File: config.mk
export PLATFORM = sky130hd
export DESIGN_NAME = busy_scoreboard_top
export DESIGN_NICKNAME = d
export VERILOG_FILES = /design/src/rtl/busy_pkg.sv /design/src/rtl/busy_scoreboard_top.sv /design/src/rtl/busy_snapshot_ring.sv /design/src/rtl/busy_table.sv /design/src/rtl/dispatch_ready_stage.sv
export VERILOG_INCLUDE_DIRS = /design/src /design/src/rtl
export SDC_FILE = /design/constraint.sdc
export NUM_CORES = 1
export LEC_CHECK = 0
export ABC_CLOCK_PERIOD_IN_PS = 2500
export BUFFER_PORTS_ARGS = -buffer_cell sky130_fd_sc_hd__buf_2
export CELL_PAD_IN_SITES_DETAIL_PLACEMENT = 0
export CELL_PAD_IN_SITES_GLOBAL_PLACEMENT = 2
export CORE_MARGIN = 5
export CORE_UTILIZATION = 44
export CTS_BUF_LIST = sky130_fd_sc_hd__clkbuf_2
export CTS_CLUSTER_SIZE = 30
export DETAILED_ROUTE_END_ITERATION = 16
export PLACE_DENSITY_LB_ADDON = 0.1
export SYNTH_ARGS = -nofsm -noshare
export SYNTH_HDL_FRONTEND = slang
export SYNTH_SLANG_ARGS = --single-unit
export TNS_END_PERCENT = 10
File: constraint.sdc
create_clock -name clk -period 2.5 [get_ports clk]
set_input_delay 0.5 -clock clk [delete_from_list [all_inputs] [get_ports clk]]
set_output_delay 0.5 -clock clk [all_outputs]
set_load 0.02 [all_outputs]
File: src/rtl/busy_macros.svh
`ifndef BUSY_MACROS_SVH
`define BUSY_MACROS_SVH

// Physical register file size and index width
`define PRF_NUM 64
`define PRF_W   6

// Depth of the busy-vector snapshot ring and its pointer width
`define SNAP_DEPTH 4
`define SNAP_W     2

`endif

File: src/rtl/busy_pkg.sv
`include "busy_macros.svh"

package busy_pkg;

    typedef logic [`PRF_W-1:0]   prf_num_t;
    typedef logic [`PRF_NUM-1:0] busy_vec_t;

    // One renamed instruction as handed over by the rename map
    typedef struct packed {
        logic     valid;
        prf_num_t dest;
        prf_num_t src0;
        prf_num_t src1;
    } disp_slot_t;

    // Slot 0 holds the older instruction of the pair
    typedef disp_slot_t [1:0] disp_bundle_t;

    // A writeback clears the busy bit of num
    typedef struct packed {
        logic     valid;
        prf_num_t num;
    } wb_port_t;

    typedef wb_port_t [3:0] wb_bundle_t;

    // Dispatched instruction with the readiness of each source
    typedef struct packed {
        logic     valid;
        prf_num_t dest;
        prf_num_t src0;
        prf_num_t src1;
        logic     src0_ready;
        logic     src1_ready;
    } issue_slot_t;

    typedef issue_slot_t [1:0] issue_bundle_t;

endpackage

File: src/rtl/busy_scoreboard_top.sv
module busy_scoreboard_top (
    input  logic                    clk,
    input  logic                    arst_n,
    input  logic                    flush,
    input  busy_pkg::disp_bundle_t  dispatch,
    input  busy_pkg::wb_bundle_t    writeback,
    input  logic                    make_snapshot,
    input  logic                    recover_snapshot,
    input  logic                    release_snapshot,
    output busy_pkg::issue_bundle_t issue,
    output logic                    snapshot_full
);
    import busy_pkg::*;

    prf_num_t  rd_num [4];
    logic      busy [4];
    logic      set_valid [2];
    prf_num_t  set_num [2];
    busy_vec_t cur_vec;
    busy_vec_t restore_vec;

    dispatch_ready_stage dispatch_ready_stage_inst (
        .clk              (clk),
        .arst_n           (arst_n),
        .flush            (flush),
        .recover_snapshot (recover_snapshot),
        .dispatch         (dispatch),
        .busy             (busy),
        .rd_num           (rd_num),
        .set_valid        (set_valid),
        .set_num          (set_num),
        .issue            (issue)
    );

    busy_table busy_table_inst (
        .clk              (clk),
        .arst_n           (arst_n),
        .flush            (flush),
        .recover_snapshot (recover_snapshot),
        .set_valid        (set_valid),
        .set_num          (set_num),
        .writeback        (writeback),
        .rd_num           (rd_num),
        .restore_vec      (restore_vec),
        .busy             (busy),
        .cur_vec          (cur_vec)
    );

    busy_snapshot_ring busy_snapshot_ring_inst (
        .clk              (clk),
        .arst_n           (arst_n),
        .flush            (flush),
        .make_snapshot    (make_snapshot),
        .recover_snapshot (recover_snapshot),
        .release_snapshot (release_snapshot),
        .cur_vec          (cur_vec),
        .restore_vec      (restore_vec),
        .snapshot_full    (snapshot_full)
    );

endmodule

File: src/rtl/busy_snapshot_ring.sv
`include "busy_macros.svh"

module busy_snapshot_ring (
    input  logic                clk,
    input  logic                arst_n,
    input  logic                flush,
    input  logic                make_snapshot,
    input  logic                recover_snapshot,
    input  logic                release_snapshot,
    input  busy_pkg::busy_vec_t cur_vec,
    output busy_pkg::busy_vec_t restore_vec,
    output logic                snapshot_full
);
    import busy_pkg::*;

    busy_vec_t          snap_mem [`SNAP_DEPTH];
    logic [`SNAP_W-1:0] head_ptr;
    logic [`SNAP_W-1:0] tail_ptr;
    // One bit wider than the pointers to tell full from empty
    logic [`SNAP_W:0]   count;

    logic full;
    logic empty;

    assign full  = (count == (`SNAP_W+1)'(`SNAP_DEPTH));
    assign empty = (count == '0);

    // Oldest live snapshot is the one a recover goes back to
    assign restore_vec   = snap_mem[tail_ptr];
    assign snapshot_full = full;

    always_ff @(posedge clk or negedge arst_n) begin
        if (!arst_n) begin
            head_ptr <= '0;
            tail_ptr <= '0;
            count    <= '0;
            for (int i = 0; i < `SNAP_DEPTH; i++) begin
                snap_mem[i] <= '0;
            end
        end else if (flush || recover_snapshot) begin
            head_ptr <= '0;
            tail_ptr <= '0;
            count    <= '0;
        end else if (release_snapshot) begin
            // The load for the oldest snapshot hit, so it is no longer needed
            if (!empty) begin
                tail_ptr <= tail_ptr + 1'b1;
                count    <= count - 1'b1;
            end
        end else if (make_snapshot && !full) begin
            snap_mem[head_ptr] <= cur_vec;
            head_ptr           <= head_ptr + 1'b1;
            count              <= count + 1'b1;
        end
    end

endmodule

File: src/rtl/busy_table.sv
module busy_table (
    input  logic                 clk,
    input  logic                 arst_n,
    input  logic                 flush,
    input  logic                 recover_snapshot,
    input  logic                 set_valid [2],
    input  busy_pkg::prf_num_t   set_num [2],
    input  busy_pkg::wb_bundle_t writeback,
    input  busy_pkg::prf_num_t   rd_num [4],
    input  busy_pkg::busy_vec_t  restore_vec,
    output logic                 busy [4],
    output busy_pkg::busy_vec_t  cur_vec
);
    import busy_pkg::*;

    // Two identical copies so each bank only drives two read muxes
    busy_vec_t bank0;
    busy_vec_t bank1;

    busy_vec_t set_vec;
    busy_vec_t clr_vec;
    logic      cleared [4];

    // Decode the dispatch sets into a one-hot style vector
    always_comb begin
        set_vec = '0;
        for (int i = 0; i < 2; i++) begin
            if (set_valid[i]) begin
                set_vec[set_num[i]] = 1'b1;
            end
        end
        // Register 0 is hardwired to zero and can never become busy
        set_vec[0] = 1'b0;
    end

    always_comb begin
        clr_vec = '0;
        for (int w = 0; w < 4; w++) begin
            if (writeback[w].valid) begin
                clr_vec[writeback[w].num] = 1'b1;
            end
        end
    end

    // A writeback this cycle is already known to produce the value,
    // so it is bypassed into the lookup
    always_comb begin
        for (int p = 0; p < 4; p++) begin
            cleared[p] = 1'b0;
            for (int w = 0; w < 4; w++) begin
                if (writeback[w].valid && (writeback[w].num == rd_num[p])) begin
                    cleared[p] = 1'b1;
                end
            end
        end
    end

    // Ports 0 and 1 read bank 0, ports 2 and 3 read bank 1
    always_comb begin
        busy[0] = !cleared[0] && bank0[rd_num[0]];
        busy[1] = !cleared[1] && bank0[rd_num[1]];
        busy[2] = !cleared[2] && bank1[rd_num[2]];
        busy[3] = !cleared[3] && bank1[rd_num[3]];
    end

    // Clears are applied after sets, so a clear wins for the same register
    always_ff @(posedge clk or negedge arst_n) begin
        if (!arst_n) begin
            bank0 <= '0;
            bank1 <= '0;
        end else if (flush) begin
            bank0 <= '0;
            bank1 <= '0;
        end else if (recover_snapshot) begin
            bank0 <= restore_vec;
            bank1 <= restore_vec;
        end else begin
            bank0 <= (bank0 | set_vec) & ~clr_vec;
            bank1 <= (bank1 | set_vec) & ~clr_vec;
        end
    end

    assign cur_vec = bank0;

endmodule

File: src/rtl/dispatch_ready_stage.sv
module dispatch_ready_stage (
    input  logic                    clk,
    input  logic                    arst_n,
    input  logic                    flush,
    input  logic                    recover_snapshot,
    input  busy_pkg::disp_bundle_t  dispatch,
    input  logic                    busy [4],
    output busy_pkg::prf_num_t      rd_num [4],
    output logic                    set_valid [2],
    output busy_pkg::prf_num_t      set_num [2],
    output busy_pkg::issue_bundle_t issue
);
    import busy_pkg::*;

    logic          kill;
    logic          older_writes;
    issue_bundle_t issue_d;
    issue_bundle_t payload_q;
    logic [1:0]    valid_q;

    // A flush or recover squashes whatever is dispatched in that cycle
    assign kill = flush | recover_snapshot;

    // Slot 0 can only create a dependence when it writes a real register
    assign older_writes = dispatch[0].valid && (dispatch[0].dest != '0);

    assign rd_num[0] = dispatch[0].src0;
    assign rd_num[1] = dispatch[0].src1;
    assign rd_num[2] = dispatch[1].src0;
    assign rd_num[3] = dispatch[1].src1;

    always_comb begin
        for (int i = 0; i < 2; i++) begin
            set_valid[i] = dispatch[i].valid && (dispatch[i].dest != '0) && !kill;
            set_num[i]   = dispatch[i].dest;
        end
    end

    always_comb begin
        for (int i = 0; i < 2; i++) begin
            issue_d[i].valid      = dispatch[i].valid && !kill;
            issue_d[i].dest       = dispatch[i].dest;
            issue_d[i].src0       = dispatch[i].src0;
            issue_d[i].src1       = dispatch[i].src1;
            issue_d[i].src0_ready = (dispatch[i].src0 == '0) || !busy[2*i];
            issue_d[i].src1_ready = (dispatch[i].src1 == '0) || !busy[2*i+1];
        end

        // The set from slot 0 is not yet in the table, so the
        // intra-bundle dependence is resolved here
        if (older_writes && (dispatch[0].dest == dispatch[1].src0)) begin
            issue_d[1].src0_ready = 1'b0;
        end
        if (older_writes && (dispatch[0].dest == dispatch[1].src1)) begin
            issue_d[1].src1_ready = 1'b0;
        end
    end

    always_ff @(posedge clk or negedge arst_n) begin
        if (!arst_n) begin
            valid_q <= '0;
        end else begin
            valid_q <= {issue_d[1].valid, issue_d[0].valid};
        end
    end

    always_ff @(posedge clk) begin
        payload_q <= issue_d;
    end

    always_comb begin
        issue = payload_q;
        for (int i = 0; i < 2; i++) begin
            issue[i].valid = valid_q[i];
        end
    end

endmodule
* Yosys cells after proc, flatten, opt, wreduce, memory -nomap -nowiden
Cells that the tools add are included.
Word-level totals: register bits 433, input bits 72, output and inout bits 43, word-level logic and storage cells 206
Cells by class: add/sub/neg operators 4, order comparisons 19, equality and inequality tests 22, mux-type cells 62, bitwise gates (word level) 14, reduce and logical (&&, ||, !) cells 65
Operators with widths (number):
- $mux W64 | 13
- $or A64 B64 Y64 | 6
- $bwmux W256 | 1
- $and A64 B64 Y64 | 2
- $bmux W64 S2 | 1
- $demux W64 S2 | 1
- $eq A6 B6 Y1 | 18
- $lt A6 B7 Y1 const B | 10
- $not A64 Y64 | 1
- $demux W1 S6 | 6
- $ge A6 B1 Y1 const B | 6
- $logic_and A1 B1 Y1 | 36
- $mux W1 | 26
- $bmux W1 S6 | 4
- $logic_not A6 Y1 | 4
- $mux W2 | 6
- $mux W3 | 4
- $reduce_bool A6 Y1 | 2
- $logic_not A1 Y1 | 10
- $ge A3 B3 Y1 const B | 2
- $not A2 Y3 | 2
- $reduce_and A2 Y1 | 3
- $logic_or A1 B1 Y1 | 5
- $add A2 B1 Y2 const B | 2
- other kinds (13) | 15

* Depth between registers and ports, before layout
word-level depth 15, mapped depth 9, mapped depth without buffers 6

* Modules after synthesis
Synthesis repeated with hierarchy kept, for this count alone.
Second synthesis, totals: cells, all modules 2087, area, all modules 24716.2 um^2
Modules (own cells, without submodules):
- busy_snapshot_ring | times used 1, cells an instance 664, area each 11843.9 um^2, sequential area each 6581.3 um^2
- busy_table | times used 1, cells an instance 1313, area each 11498.5 um^2, sequential area each 3203.1 um^2
- dispatch_ready_stage | times used 1, cells an instance 110, area each 1373.8 um^2, sequential area each 850.8 um^2

* Least setup slack after synthesis
No wires, ideal clock.
kind register -> register, from reg busy_snapshot_ring_inst.count[0], to reg busy_snapshot_ring_inst.snap_mem[34] (netlist name), library setup time 0.125 ns, arrival time 2.095 ns, required time 2.375 ns, slack 0.281 ns, stages on the path, launching flop included 7, path buffers 1, clock period less this slack 2.219 ns, path through dfrtp_1 -> nor3b_1 -> or3b_1 -> nor2_4 -> nand2_4 -> buf_2 -> mux2_2
Between the ends: cells in the longest elaborated chain, start to end 4
Ends and longest elaborated chain:
- from (decl) | line busy_snapshot_ring.sv:20 | logic [`SNAP_W:0] count;
- from (signal assigned) | line busy_snapshot_ring.sv:48 | count <= count - 1'b1;
- from (signal assigned) | line busy_snapshot_ring.sv:53 | count <= count + 1'b1;
- $eq A3 B3 Y1 | line busy_snapshot_ring.sv:25 | assign full = (count == (`SNAP_W+1)'(`SNAP_DEPTH));
- via snapshot_full | line busy_scoreboard_top.sv:11 | output logic snapshot_full
- $logic_not A1 Y1 | line busy_snapshot_ring.sv:50 | end else if (make_snapshot && !full) begin
- $logic_and A1 B1 Y1 | line busy_snapshot_ring.sv:50
- $reduce_and A3 Y1 (no line)
- to (signal, indexed assignment) | line busy_snapshot_ring.sv:51 | snap_mem[head_ptr] <= cur_vec;
- to (decl) | line busy_snapshot_ring.sv:16 | busy_vec_t snap_mem [`SNAP_DEPTH];
The timed path passes the listed nets, and every way through them passes these cells. A chain may end at the register's enable or synchronous reset.

* Final worst setup path
from reg busy_snapshot_ring_inst.count[0], to out snapshot_full
Between the ends: cells in the longest elaborated chain, start to end 1
Ends and longest elaborated chain (line):
- $eq A3 B3 Y1 | busy_snapshot_ring.sv:25
- to (decl) | busy_scoreboard_top.sv:11
No other way between the ends.

==> impl_metrics.ini <==
[worst_setup_path]
crit_required_ns = 2.00
cp_max_fo = 3
worst-r2r-setup-slack_ns = 0.22
worst_ep_arrival_time_ns = 1.99
worstRegToRegCells = 6
r2r_end = dispatch_ready_stage_inst.issue[21]$_SDFF_PP0_
worstSetupEndpointType = output pin
cp-start-kind = flip-flop
path_class = flip-flop to output pin
timing.rr.start = busy_table_inst.bank1[1]$_DFF_PN0_

[pwr]
p_comb_frac = 0.165
p_int_w = 0.0109
clkPwrFrac = 0.344
power_density_mw_per_mm2 = 562
power_frac_seq = 0.491
switching_share = 0.307
ir_drop_v = 0.000414
leakage_nw = 12.6
switching_power_w = 0.00486

[min_path]
min-delay-path-class = input pin to flip-flop
hold_depth = 6
hp-start = writeback[10]
hold_path_end = busy_table_inst.bank1[18]$_DFF_PN0_

[yosys]
yosysUniqueCellTypes = 74
synth_seq_cells = 433
synth_area_sq_mm = 0.0238
syn_inst = 2008
syn_area_per_cell_sq_um = 11.8
ys.flop_type = dfrtp_1
seq_area_frac_synth = 0.447
synth_fp_nets = 2085
postSynth.asyncResetShare = 0.908
yosys_warnings = 0
synth_edf_count = 0

[timing]
setup_tns_ns = 0
fin_crit_ns = 2.49
tightestPinTransition_ns = 1.34
min_period_over_period = 0.997
clock.fmax_ghz = 0.401
final_max_slew_viol_count = 0
finalSetupViolCount = 0
rsz0062_at_grt = true
setup_slack_ns = 0.00698
max_slew_margin = 0.105
hold_viol_final = 0
clock_skew_ns = 0.114

[cells_and_area]
area_growth_pct = 18.4
fin_nets = 2406
final_core_util = 0.524
fin_cells = 3124
drive_above_1_share = 0.365

[floorplan]
core_area_sq_mm = 0.0537
fp.dieArea_sq_mm = 0.0588
die_w_um = 242
die_h_um = 242
initial_utilization = 0.443
io-pin-count = 115
rows = 85

[global_routing]
grt_max_degree = 65
antenna_found_initial = 6
grt_pass1_wl_um = 132000
gr-usage-all-layers = 0.296
gr-total-overflow = 0
grt_pass1_vias = 20000

[flow_run]
max_cap_viol_count = 0

[placed_design]
numPortBuffers = 114
hpwlAfterDp_um = 62500
dp_cells = 2835
routabilityCongestion = 0.983
place_ws_ns = -0.584

[status]
status = finished clean

[routing]
drc = 0
num_vias = 19600
avgRoutedWirePerCell_um = 28.2
ant_nets = 0
drt_iter0_drc = 1648
dr.pass1.iters = 7
finalWirelength_um = 88000
post_drt_via_cell_ratio = 6.27

[cts]
cts_tree = done
cts-buffers-inserted = 114
cts-root-buf = clkbuf_2
cts.sinks = 433
h-tree-depth = 3
clockBufferDepth = 3
clk_pin_slew_ns = 0.13
clk_latency_ns = 1.19
## cell families (layout without fill, tap and decap cells)
| kind of cell | after synthesis | in the layout | share of synthesized area |
|---|---|---|---|
| AND/OR/NAND/NOR | 319 | 319 | 0.0762 |
| buffers and inverters | 189 | 605 | 0.0357 |
| adder cells (fa/ha/maj) | 5 | 5 | 0.00295 |
| AO/OA/AOI/OAI | 542 | 542 | 0.142 |
| other | 0 | 4 | 0 |
| multiplexers | 406 | 406 | 0.254 |
| XOR/XNOR | 114 | 114 | 0.0420 |
| flip-flops | 433 | 433 | 0.447 |
## critical path: stages, from the launching register on
cell,delay [ns]
dfrtp_2,0.44
nor3b_4,0.24
buf_6,0.15
## state kept, by name, indices dropped and copies added (netlist names)
name / cells
busy_snapshot_ring_inst.snap_mem: 256
dispatch_ready_stage_inst.issue: 40
busy_snapshot_ring_inst.head_ptr: 2
busy_snapshot_ring_inst.count: 3
dispatch_ready_stage_inst.valid_q: 2
busy_snapshot_ring_inst.tail_ptr: 2
busy_table_inst.bank1: 64
busy_table_inst.cur_vec: 64
## area by class of cell
cell class	instances	area [sq um]
diodes	4	10.0
repair buffers	378	3090
flip-flops and latches	433	10600
well taps	696	871
clock inverters	42	313
inverters	16	65.1
clock buffers	169	846
multi-input cells	1386	12300
fillers	4791	25600
## worst max-delay path by stage
stage                                                       startpoint                                               end  slack (ns)
final                     busy_snapshot_ring_inst.count[0]$_DFFE_PN0P_                                     snapshot_full       0.007
after global routing      busy_snapshot_ring_inst.count[0]$_DFFE_PN0P_                                     snapshot_full       -0.20
after CTS                 busy_snapshot_ring_inst.count[1]$_DFFE_PN0P_                                     snapshot_full       -0.21
after detailed placement                                  dispatch[19]    dispatch_ready_stage_inst.issue[21]$_SDFF_PP0_       -0.58
after global placement                                    dispatch[19]    dispatch_ready_stage_inst.issue[21]$_SDFF_PP0_       -0.44
after floorplan           busy_snapshot_ring_inst.count[0]$_DFFE_PN0P_  busy_snapshot_ring_inst.snap_mem[34]$_DFFE_PN0P_        0.28
## routing by layer
metal,track usage,vias up,share of wire
met5,0,-,0.00024
met4,0.115,4,0.037
met3,0.0664,200,0.079
met2,0.443,895,0.44
met1,0.422,10100,0.44
li1,-,8423,-
## cells in the mapped netlist (17+ instances only)
cell type,instances,share of area
a211oi_1,35,0.011
a21oi_1,131,0.028
a221oi_1,19,0.0070
buf_1,23,0.0036
buf_2,57,0.012
clkbuf_1,82,0.013
dfrtp_1,393,0.41
dfxtp_1,40,0.034
mux2_1,22,0.010
mux2_2,240,0.11
mux4_2,120,0.11
nand2_1,36,0.0057
nand3_1,23,0.0048
nand3b_1,17,0.0054
nand4_1,24,0.0063
nor2_1,87,0.014
nor4_1,22,0.0058
o21ai_0,123,0.026
o21bai_1,67,0.021
o22ai_1,114,0.030
xnor2_1,61,0.022
xor2_1,53,0.020
## placed cells by master, fill, tap and decap left out, drive strengths merged, types with 11 or more instances in the layout
master       Yosys  final
a211oi          35     35
a21oi          131    131
a221oi          19     19
a22o            13     13
buf             91    307
clkbuf          82    169
clkinv           0     34
dfrtp          393    393
dfxtp           40     40
dlygate4sd3      0     71
inv             16     18
mux2           262    262
mux2i           15     15
mux4           129    129
nand2           40     40
nand3           23     23
nand3b          17     17
nand4           24     24
nor2            89     89
nor2b           11     11
nor3            12     12
nor3b           15     15
nor4            22     22
o21ai          123    123
o21bai          67     67
o22ai          115    115
or3b            11     11
xnor2           61     61
xor2            53     53
## per-stage QoR
step                      hold WS [ns]  power [W]  instance area [sq um]
after floorplan                  0.204    0.00928                  23800
after global placement           0.469     0.0103                  26200
after detailed placement         0.476     0.0104                  26200
after CTS                      0.00766     0.0160                  28100
after global routing            0.0913     0.0167                  28100
final                            0.185     0.0158                  28100
## power by group through the flow
stage          registers, W  clock network [W]  logic [W]
6_report            0.00776            0.00543    0.00261
5_1_grt             0.00781            0.00604    0.00280
4_1_cts             0.00776            0.00565    0.00259
3_5_place_dp        0.00790                  0    0.00248
3_3_place_gp        0.00788                  0    0.00245
2_1_floorplan       0.00777                  0    0.00151
## repair_timing
item,4_1_cts,5_1_grt
hold endpoints to repair,528,0
setup endpoints to repair,1,1
pin swaps,1,1
gates resized for setup,3,2
buffers inserted,2,0
hold buffers,72,0
Note: power is estimated with default switching activity, not from simulation.
